### config.mk
export PLATFORM = sky130hd
export DESIGN_NAME = bitstream_merge
export DESIGN_NICKNAME = d
export VERILOG_FILES = /design/src/source/bitstream_pkg.sv /design/src/source/bitstream_merge.sv /design/src/source/bit_packer.sv /design/src/source/component_scheduler.sv /design/src/source/code_fifo.sv
export VERILOG_INCLUDE_DIRS = /design/src /design/src/source
export SDC_FILE = /design/constraint.sdc
export NUM_CORES = 2
export LEC_CHECK = 0
export BUFFER_PORTS_ARGS = -buffer_cell sky130_fd_sc_hd__buf_4
export CAP_MARGIN = 20
export CORE_ASPECT_RATIO = 0.5
export CORE_MARGIN = 5
export CORE_UTILIZATION = 65
export CTS_BUF_LIST = sky130_fd_sc_hd__clkbuf_4 sky130_fd_sc_hd__clkbuf_8
export CTS_CLUSTER_DIAMETER = 40
export CTS_CLUSTER_SIZE = 10
export DETAILED_ROUTE_END_ITERATION = 10
export PLACE_DENSITY_LB_ADDON = 0.25
export SETUP_SLACK_MARGIN = 0.15
export SYNTH_ARGS = -nofsm -noshare
export SYNTH_HDL_FRONTEND = slang
export SYNTH_SLANG_ARGS = --single-unit
### constraint.sdc
create_clock -name clk -period 10.4 [get_ports clk]
set_input_delay 0.52 -clock clk [delete_from_list [all_inputs] [get_ports clk]]
set_output_delay 0.52 -clock clk [all_outputs]
set_load 0.03 [all_outputs]
### src/source/bitstream_defs.svh
// Widths and sizes shared by the bitstream merge stage
// Code lengths run 1 to BS_WORD_WIDTH, so BS_LEN_WIDTH must also hold 2*BS_WORD_WIDTH-1

`ifndef BITSTREAM_DEFS_SVH
`define BITSTREAM_DEFS_SVH

// One code field and one output word
`define BS_WORD_WIDTH 32

// Code length and packer fill count (0 to 63)
`define BS_LEN_WIDTH 6

`define BS_FIFO_DEPTH 16 // Default per-component FIFO depth
`define BS_COMPONENTS 3  // Y, Cb, Cr

`endif
### src/source/bitstream_pkg.sv
// Types for the bitstream merge stage
// A code of len bits sits in the low bits of the bits field, len of 0 is not allowed

`include "bitstream_defs.svh"

package bitstream_pkg;

	// Variable-length code as delivered by one component
	typedef struct packed {
		logic [`BS_WORD_WIDTH-1:0] bits; // Right-aligned code
		logic [`BS_LEN_WIDTH-1:0]  len;  // 1 to 32
		logic                      last; // End of block
	} code_word_t;

	// Also used as index into per-component arrays
	typedef enum logic [1:0] {
		COMP_Y  = 2'd0,
		COMP_CB = 2'd1,
		COMP_CR = 2'd2
	} component_t;

endpackage

### src/source/bitstream_merge.sv
// Merges the Y, Cb and Cr code streams into one 32-bit word stream
// Producers must mark every block end with last, or scheduling stops

`timescale 1ns/1ns
`include "bitstream_defs.svh"

module bitstream_merge (
	input  logic                       clk,
	input  logic                       rst,
	input  bitstream_pkg::code_word_t  y_code,
	input  logic                       y_valid,
	output logic                       y_ready,
	input  bitstream_pkg::code_word_t  cb_code,
	input  logic                       cb_valid,
	output logic                       cb_ready,
	input  bitstream_pkg::code_word_t  cr_code,
	input  logic                       cr_valid,
	output logic                       cr_ready,
	output logic [`BS_WORD_WIDTH-1:0]  word,
	output logic                       word_valid,
	input  logic                       word_ready,
	output logic [`BS_LEN_WIDTH-1:0]   fill_bits
);
	import bitstream_pkg::*;

	// FIFO heads, indexed by component
	code_word_t fifo_code  [`BS_COMPONENTS];
	logic       fifo_valid [`BS_COMPONENTS];
	logic       fifo_ready [`BS_COMPONENTS];

	// Scheduler to packer
	code_word_t packer_code;
	logic       packer_valid;
	logic       packer_ready;

	code_fifo #(.DEPTH(`BS_FIFO_DEPTH)) y_fifo (
		.clk       (clk),
		.rst       (rst),
		.in_code   (y_code),
		.in_valid  (y_valid),
		.in_ready  (y_ready),
		.out_code  (fifo_code[COMP_Y]),
		.out_valid (fifo_valid[COMP_Y]),
		.out_ready (fifo_ready[COMP_Y])
	);

	code_fifo #(.DEPTH(`BS_FIFO_DEPTH)) cb_fifo (
		.clk       (clk),
		.rst       (rst),
		.in_code   (cb_code),
		.in_valid  (cb_valid),
		.in_ready  (cb_ready),
		.out_code  (fifo_code[COMP_CB]),
		.out_valid (fifo_valid[COMP_CB]),
		.out_ready (fifo_ready[COMP_CB])
	);

	code_fifo #(.DEPTH(`BS_FIFO_DEPTH)) cr_fifo (
		.clk       (clk),
		.rst       (rst),
		.in_code   (cr_code),
		.in_valid  (cr_valid),
		.in_ready  (cr_ready),
		.out_code  (fifo_code[COMP_CR]),
		.out_valid (fifo_valid[COMP_CR]),
		.out_ready (fifo_ready[COMP_CR])
	);

	component_scheduler component_scheduler_inst (
		.clk        (clk),
		.rst        (rst),
		.fifo_code  (fifo_code),
		.fifo_valid (fifo_valid),
		.fifo_ready (fifo_ready),
		.code       (packer_code),
		.code_valid (packer_valid),
		.code_ready (packer_ready)
	);

	bit_packer bit_packer_inst (
		.clk        (clk),
		.rst        (rst),
		.code       (packer_code),
		.code_valid (packer_valid),
		.code_ready (packer_ready),
		.word       (word),
		.word_valid (word_valid),
		.word_ready (word_ready),
		.fill_bits  (fill_bits)
	);

endmodule

### src/source/bit_packer.sv
// Packs variable-length codes MSB first into 32-bit words, no stuffing and no flush
// A partial word stays in the accumulator and shows only through fill_bits

`timescale 1ns/1ns
`include "bitstream_defs.svh"

module bit_packer (
	input  logic                       clk,
	input  logic                       rst,
	input  bitstream_pkg::code_word_t  code,
	input  logic                       code_valid,
	output logic                       code_ready,
	output logic [`BS_WORD_WIDTH-1:0]  word,
	output logic                       word_valid,
	input  logic                       word_ready,
	output logic [`BS_LEN_WIDTH-1:0]   fill_bits
);
	import bitstream_pkg::*;

	localparam int ACC_W = 2 * `BS_WORD_WIDTH;

	logic [ACC_W-1:0]          acc; // Left-aligned, bits below fill_bits are zero
	logic [ACC_W-1:0]          placed;
	logic [`BS_LEN_WIDTH-1:0]  fill;
	logic                      take;
	logic                      pop;
	logic                      full_word;

	// Move the len low bits of a code to the top of a 64-bit field
	function automatic logic [ACC_W-1:0] align_code(input code_word_t c);
		logic [`BS_LEN_WIDTH:0] shamt;
		shamt = (`BS_LEN_WIDTH+1)'(`BS_WORD_WIDTH) - {1'b0, c.len};
		return {c.bits, {`BS_WORD_WIDTH{1'b0}}} << shamt; // Upper junk falls off
	endfunction

	assign full_word  = (fill >= `BS_LEN_WIDTH'(`BS_WORD_WIDTH));
	assign code_ready = !full_word;
	assign take       = code_valid && code_ready;
	assign pop        = word_valid && word_ready;

	// New code goes just below the bits already held
	assign placed = align_code(code) >> fill;

	assign word      = acc[ACC_W-1 -: `BS_WORD_WIDTH];
	assign fill_bits = fill;

	always_ff @(posedge clk)
	begin
		if (rst)
		begin
			acc  <= '0;
			fill <= '0;
		end
		else if (pop)
		begin
			// Oldest 32 bits leave, zeros shift in below
			acc  <= acc << `BS_WORD_WIDTH;
			fill <= fill - `BS_LEN_WIDTH'(`BS_WORD_WIDTH);
		end
		else if (take)
		begin
			acc  <= acc | placed;
			fill <= fill + code.len; // At most 31 + 32
		end
	end

	// Valid one cycle after a full word is held, dropped on its transfer
	always_ff @(posedge clk)
	begin
		if (rst)
			word_valid <= 1'b0;
		else if (pop)
			word_valid <= 1'b0;
		else
			word_valid <= full_word;
	end

endmodule

### src/source/component_scheduler.sv
// Drains one whole block per component in the order Y, Cb, Cr
// Blocks are delimited only by the last flag, a missing flag stalls the other two

`timescale 1ns/1ns
`include "bitstream_defs.svh"

module component_scheduler (
	input  logic                    clk,
	input  logic                    rst,
	input  bitstream_pkg::code_word_t fifo_code [`BS_COMPONENTS],
	input  logic                    fifo_valid [`BS_COMPONENTS],
	output logic                    fifo_ready [`BS_COMPONENTS],
	output bitstream_pkg::code_word_t code,
	output logic                    code_valid,
	input  logic                    code_ready
);
	import bitstream_pkg::*;

	component_t cur;
	logic       take;

	function automatic component_t next_comp(input component_t c);
		case (c)
			COMP_Y:  return COMP_CB;
			COMP_CB: return COMP_CR;
			default: return COMP_Y;
		endcase
	endfunction

	// Zero-latency routing of the selected FIFO
	assign code       = fifo_code[cur];
	assign code_valid = fifo_valid[cur];

	always_comb
	begin
		for (int i = 0; i < `BS_COMPONENTS; i++)
			fifo_ready[i] = code_ready && (cur == component_t'(i)); // Others hold
	end

	assign take = code_valid && code_ready;

	always_ff @(posedge clk)
	begin
		if (rst)
			cur <= COMP_Y;
		else if (take && code.last)
			cur <= next_comp(cur); // End of block
	end

endmodule

### src/source/code_fifo.sv
// Circular FIFO of code words, DEPTH of 2 or more, power of two not required
// Head entry is read straight from storage, so a write shows on out_valid one cycle later

`timescale 1ns/1ns
`include "bitstream_defs.svh"

module code_fifo #(
	parameter int DEPTH = `BS_FIFO_DEPTH
) (
	input  logic                    clk,
	input  logic                    rst,
	input  bitstream_pkg::code_word_t in_code,
	input  logic                    in_valid,
	output logic                    in_ready,
	output bitstream_pkg::code_word_t out_code,
	output logic                    out_valid,
	input  logic                    out_ready
);
	import bitstream_pkg::*;

	localparam int PTR_W = (DEPTH > 1) ? $clog2(DEPTH) : 1;
	localparam int CNT_W = $clog2(DEPTH + 1);

	code_word_t mem [DEPTH];
	logic [PTR_W-1:0] wr_ptr;
	logic [PTR_W-1:0] rd_ptr;
	logic [CNT_W-1:0] count;
	logic wr_en;
	logic rd_en;

	// Wraps at DEPTH-1 so odd depths work
	function automatic logic [PTR_W-1:0] ptr_inc(input logic [PTR_W-1:0] ptr);
		if (ptr == PTR_W'(DEPTH - 1))
			return '0;
		else
			return ptr + 1'b1;
	endfunction

	assign in_ready  = (count != CNT_W'(DEPTH)); // State only, never in_valid
	assign out_valid = (count != '0);
	assign out_code  = mem[rd_ptr];

	assign wr_en = in_valid && in_ready;
	assign rd_en = out_valid && out_ready;

	always_ff @(posedge clk)
	begin
		if (wr_en)
			mem[wr_ptr] <= in_code;
	end

	always_ff @(posedge clk)
	begin
		if (rst)
		begin
			wr_ptr <= '0;
			rd_ptr <= '0;
			count  <= '0;
		end
		else
		begin
			if (wr_en)
				wr_ptr <= ptr_inc(wr_ptr);
			if (rd_en)
				rd_ptr <= ptr_inc(rd_ptr);

			// Simultaneous read and write leave the count alone
			case ({wr_en, rd_en})
				2'b10:   count <= count + 1'b1;
				2'b01:   count <= count - 1'b1;
				default: count <= count;
			endcase
		end
	end

endmodule

Word level (Yosys, flattened, before mapping)
Memories as Yosys holds them, arrays and structs flattened. A register that Yosys moved wholly into a read port is not among the register bits.
Index checks and enable logic that the tools add are counted.
{"block": "word_totals", "input_bits": 123, "output_inout_bits": 42, "ram_bits": 1872, "register_bits": 112, "word_cells": 109, "memories": 3}
{"memory": "cb_fifo.mem", "depth": 16, "word_bits": 39, "rd": 1, "rd_ports_with_merged_regs": 1, "wr": 1, "line": "code_fifo.sv:24", "rtl": "code_word_t mem [DEPTH];"}
{"memory": "cr_fifo.mem", "depth": 16, "word_bits": 39, "rd": 1, "rd_ports_with_merged_regs": 1, "wr": 1, "line": "code_fifo.sv:24"}
{"memory": "y_fifo.mem", "depth": 16, "word_bits": 39, "rd": 1, "rd_ports_with_merged_regs": 1, "wr": 1, "line": "code_fifo.sv:24"}
{"block": "classes", "reduce_logical": 22, "n_lt_le_gt_ge": 2, "eq_ne": 17, "n_shift": 2, "addsub": 15, "muxes": 32, "bitwise_logic": 2}
{"operator": "64-bit two-way mux", "n": 2}
{"operator": "39-bit binary-select mux with 2-bit select", "n": 1}
{"operator": "39-bit two-way mux", "n": 2}
{"operator": "64-bit bitwise OR", "n": 1}
{"operator": "64-bit by 7-bit left shift with 64-bit output", "n": 1}
{"operator": "64-bit by 6-bit >> shifter with 64-bit output", "n": 1}
{"operator": "4-bit two-way mux", "n": 12}
{"operator": "5-bit one-hot mux with 2 select lines", "n": 3}
{"operator": "4-bit by 1-bit adder with 4-bit output (second input constant)", "n": 6}
{"operator": "4-bit == test (second input constant)", "n": 6}
{"operator": "5-bit by 1-bit adder with 5-bit output (second input constant)", "n": 3}
{"operator": "5-bit inequality test (second input constant)", "n": 3}
{"operator": "5-bit nonzero test", "n": 3}
{"operator": "5-bit by 1-bit subtractor with 5-bit output (second input constant)", "n": 3}
{"operator": "1-bit logical AND", "n": 12}
{"operator": "6-bit two-way mux", "n": 2}
{"operator": "2-bit by 1-bit == test with 1-bit output (second input constant)", "n": 4}
{"operator": "2-bit == test (second input constant)", "n": 4}
{"operator": "1-bit two-way mux", "n": 8}
{"operator": "2-bit nonzero test", "n": 4}
{"operator": "6-bit by 6-bit subtractor with 7-bit output (first input constant)", "n": 1}
{"operator": "6-bit adder", "n": 1}
{"operator": "6-bit >= comparator (second input constant)", "n": 1}
{"operator": "6-bit subtractor (second input constant)", "n": 1}
{"operator": "7 further kinds", "n": 7}

Longest topological paths before layout
{"block": "logic_depth", "word_depth": 10, "ltp_mapped": 23, "ltp_nobuf": 17}

Hierarchy
A second synthesis with hierarchy kept.
{"block": "hier_totals", "cells_unflattened": 4148, "area_unflattened_um2": 82821.9}
{"mod": "code_fifo (cr_fifo ...)", "area_each_um2": 24678.7, "cells_per_inst": 981, "seq_area_each_um2": 19078.3, "n_inst": 2}
{"mod": "code_fifo (cb_fifo)", "area_each_um2": 24300.8, "cells_per_inst": 1075, "seq_area_each_um2": 19078.3, "n_inst": 1}
{"mod": "bit_packer", "area_each_um2": 8155.3, "cells_per_inst": 1001, "seq_area_each_um2": 1421.4, "n_inst": 1}
{"mod": "component_scheduler", "area_each_um2": 1008.5, "cells_per_inst": 110, "seq_area_each_um2": 40.0, "n_inst": 1}

Worst setup path after synthesis
OpenSTA, ideal clock, no wires.
{"block": "synth_path", "kind": "register -> register", "from": "register (tool-made name)", "to": "register bit_packer_inst.acc[27]", "setup_ns": 0.117, "stages_incl_launch_ff": 21, "path_buffers": 7, "arrival_ns": 4.678, "setup_slack_ns": 5.605, "required_ns": 10.283, "path_cell_list": "dfxtp_1 buf_2 buf_4 mux2i_1 a22oi_1 nand3_1 nand2_1 nor3_2 buf_6 buf_1 ha_1 buf_1 clkbuf_1 clkbuf_1 o21ai_0 mux4_2 mux2i_1 nor2_1 a211oi_1 o21ai_0 a32o_1"}
{"element": "end signal, assigned", "line": "bit_packer.sv:57", "rtl": "acc <= acc << `BS_WORD_WIDTH;"}
{"element": "end signal, assigned", "line": "bit_packer.sv:62", "rtl": "acc <= acc | placed;"}
{"element": "end, declared", "line": "bit_packer.sv:22", "rtl": "logic [ACC_W-1:0] acc;"}

==> metrics.cfg <==
[floorplan]
die_w_um = 513.7
io_pins = 165
rows = 92
die_h_um = 261.9
core_mm2 = 0.1259
start_util_pct = 65.48
fp.dieArea_mm2 = 0.1345

[synth]
synth_simple_gate_area_share_pct = 4.150
synth_flop_cell = edfxtp_1
synth_cell_types = 105
synth_cells = 4865
ys_warn_count = 0
synthTopCellsByCount = edfxtp_1 (1,872), mux2i_1 (691), a22oi_1 (319)
yosysTopAreaCell = edfxtp_1
yosysTopAreaCellShare_pct = 68.17
synth_mux_area_share_pct = 14.45
synth_fa_ha_area_share_pct = 0.5978
synth_xor_area_share_pct = 0.3080
avgSynthCellArea_um2 = 16.95
synth_area_leaders = edfxtp_1 (68%), mux2i_1 (8.4%), mux4_2 (5.8%)
seq_area_frac_synth_pct = 71.18
yosysMostFrequentCell = edfxtp_1
synth_top_family_by_area = multiplexers
syn_nets = 5025
netlist_area_mm2 = 0.08246
synth_compound_area_share_pct = 6.836
synth_edf_count = 1872
synthArstFlopShare_pct = 0
ys_seq_elements = 1996

[setup_path]
path_depth = 20
critical_path.max_stage_delay_ps = 710
cp-end-kind = flop
arrival_ps = 7860
path_cells = buf_4 -> nor2b_4 -> buf_4 -> a22oi_1 -> nand3_1 -> nand4_1 -> a21oi_4 -> ha_1 -> inv_1 -> a31oi_1 -> or2_1 -> buf_4 -> mux4_2 -> mux2i_1 -> nor3_1 -> a211oi_1 -> nor2_1 -> a211oi_1 -> o21ai_0 -> a32o_1
r2r.worst_path.cells = 20
critPathLaunchType = flop
critical_path.top_delay_family = compound AO/OA/AOI/OAI gates
path_common_cell = buf_4
worstSetupPathType = flop to flop
slowest_stage = a211oi_1
crit_required_ps = 11230
critPathMaxFanout = 31
crit_buf_inv = 4

[sta]
drv_slew = 0
hold_ws_ps = 123.2
timing.final.crit_share_pct = 67.58
tightestPinTransition_ps = 1125
finalSetupViolations = 0
fmax_mhz = 142.3
finalHoldViolCount = 0
rsz0062_at_grt = no
max_slew_margin_pct = 25.02
fin_setup_tns_ps = 0
skew_ps = 43.69
period_minus_slack_ps = 7028

[clock_tree]
clk_path_buf_depth = 3
cts-root-buf = clkbuf_8
post_cts.repair.setup_buffers = 0
clk_latency_ps = 960
cts_resized = 0
cts_buffers = 221
cts_max_level = 4
cts_hold_buf = 117
clk_pin_slew_ps = 80
cts_tree = done
clock-sinks = 1996

[drt]
totalWireLength_um = 214400
drc_errors = 0
drtIter0Drc = 6735
antenna_left = 0
dr.pass1.iters = 9
vias_per_cell = 6.870
wire_per_inst_um = 30.88
vias = 47689

[placed_design]
dp_hpwl_um = 125600
port_buffers = 164
gp_congestion = 0.9560
dpl-instance-area_mm2 = 0.08532
dp.cells = 6514

[grt]
grt-busiest-layer = met2
grt_max_degree = 88
use_met2_pct = 48.55
antenna_found_initial = 17
grt-ovfl-total = 0
grtUsageMet3_pct = 7.280
grt_usage_pct = 31.61
grt_first_pass_wirelength_um = 309400
first_global_vias = 46729
grt_util_met1_pct = 46.50

[pwr]
power_uw = 20730
peakVddDrop_v = 0.0002873
leakage_uw = 0.02795
power.density_mw_per_mm2 = 229.6

[worst_hold_path]
hold_class = input pin to flop
min_delay_path_depth = 4

[cells_and_area]
nets = 5325
area_growth_pct = 9.491
fin_area_mm2 = 0.09028
drive_above_1_share_pct = 17.87
stdcell_count = 6942

[job]
maxCapViolations = 0

[outcome]
status = finished clean

==> power breakdown <==
group	leakage, uW	internal (uW)	switching, uW	total (uW)
clock network	0.00195	2190	2620	4820
logic	0.00808	2400	4400	6800
registers	0.0179	8990	130	9120
==> worst paths after layout <==
kind	from	end	slack, ps
worst min register to register	bit_packer_inst.acc[10]$_SDFFE_PP0P_	bit_packer_inst.acc[10]$_SDFFE_PP0P_	460
worst max-delay path	flop	bit_packer_inst.acc[27]$_SDFFE_PP0P_	3370
worst max register to register	flop	bit_packer_inst.acc[27]$_SDFFE_PP0P_	3370
worst min-delay path	rst	bit_packer_inst.acc[16]$_SDFFE_PP0P_	120
==> area by class of cell <==
class                   count  area [um2]
well taps                1692        2117
multi-input cells        2494       22130
fillers                  7659       35650
diodes                     11       27.53
inverters                  42       165.2
flip-flops and latches   1996       58720
repair buffers            410        3401
clock inverters            22       254.0
clock buffers             275        3472
==> logic make-up after synthesis <==
logic type	Yosys count
adder cells (fa/ha/maj)	37
AND/OR/NAND/NOR	718
flip-flops	1996
multiplexers	924
XOR/XNOR	29
AO/OA/AOI/OAI	786
buffers and inverters	375
==> state kept, by name (all words and copies together) (netlist names), named ones only <==
register / count
cb_fifo.wr_ptr: 4
y_fifo.rd_ptr: 4
bit_packer_inst.word_valid: 1
y_fifo.mem: 624
cr_fifo.wr_ptr: 4
bit_packer_inst.acc: 64
cr_fifo.rd_ptr: 4
component_scheduler_inst.cur: 2
cr_fifo.count: 5
bit_packer_inst.fill_bits: 6
y_fifo.count: 5
cb_fifo.mem: 624
cb_fifo.rd_ptr: 4
y_fifo.wr_ptr: 4
cb_fifo.count: 5
cr_fifo.mem: 624
==> cell usage in the layout, fill, tap and decap left out, drive strengths merged, types with 12 or more instances in the layout <==
master / count
edfxtp: 1872
mux2i: 691
a22oi: 319
buf: 292
clkbuf: 276
nor2: 231
mux4: 211
nand3: 151
a21oi: 140
nand2: 137
dfxtp: 124
dlygate4sd3: 117
o21ai: 68
nor3: 53
inv: 46
nand4: 38
ha: 33
a211oi: 32
o211ai: 24
a31oi: 24
mux2: 22
xor2: 21
a32oi: 19
a21o: 18
and2: 16
or3: 15
and3: 14
nor4: 14
o32ai: 13
nor2b: 13
a22o: 12
==> routing by layer <==
layer	up-vias	part of all wire, %
li1	20047	-
met1	24202	40
met2	3024	46
met3	408	12
met4	8	2.4
met5	-	0.020
==> worst min-delay path: cells and delay by family <==
kind / cells / cell delay (ps)
buffers and inverters: 2 / 310
and+or+nand+nor: 1 / 40
AOI/OAI and AO/OA: 1 / 140
==> metrics by stage <==
step           util (%)  setup slack [ps]
6_report          71.69              3372
3_5_place_dp      67.75              3613
2_1_floorplan         -              5605
3_3_place_gp      67.75              3725
5_1_grt           71.69              3062
4_1_cts           71.64              3571
Power figures use the tool's default switching activity.
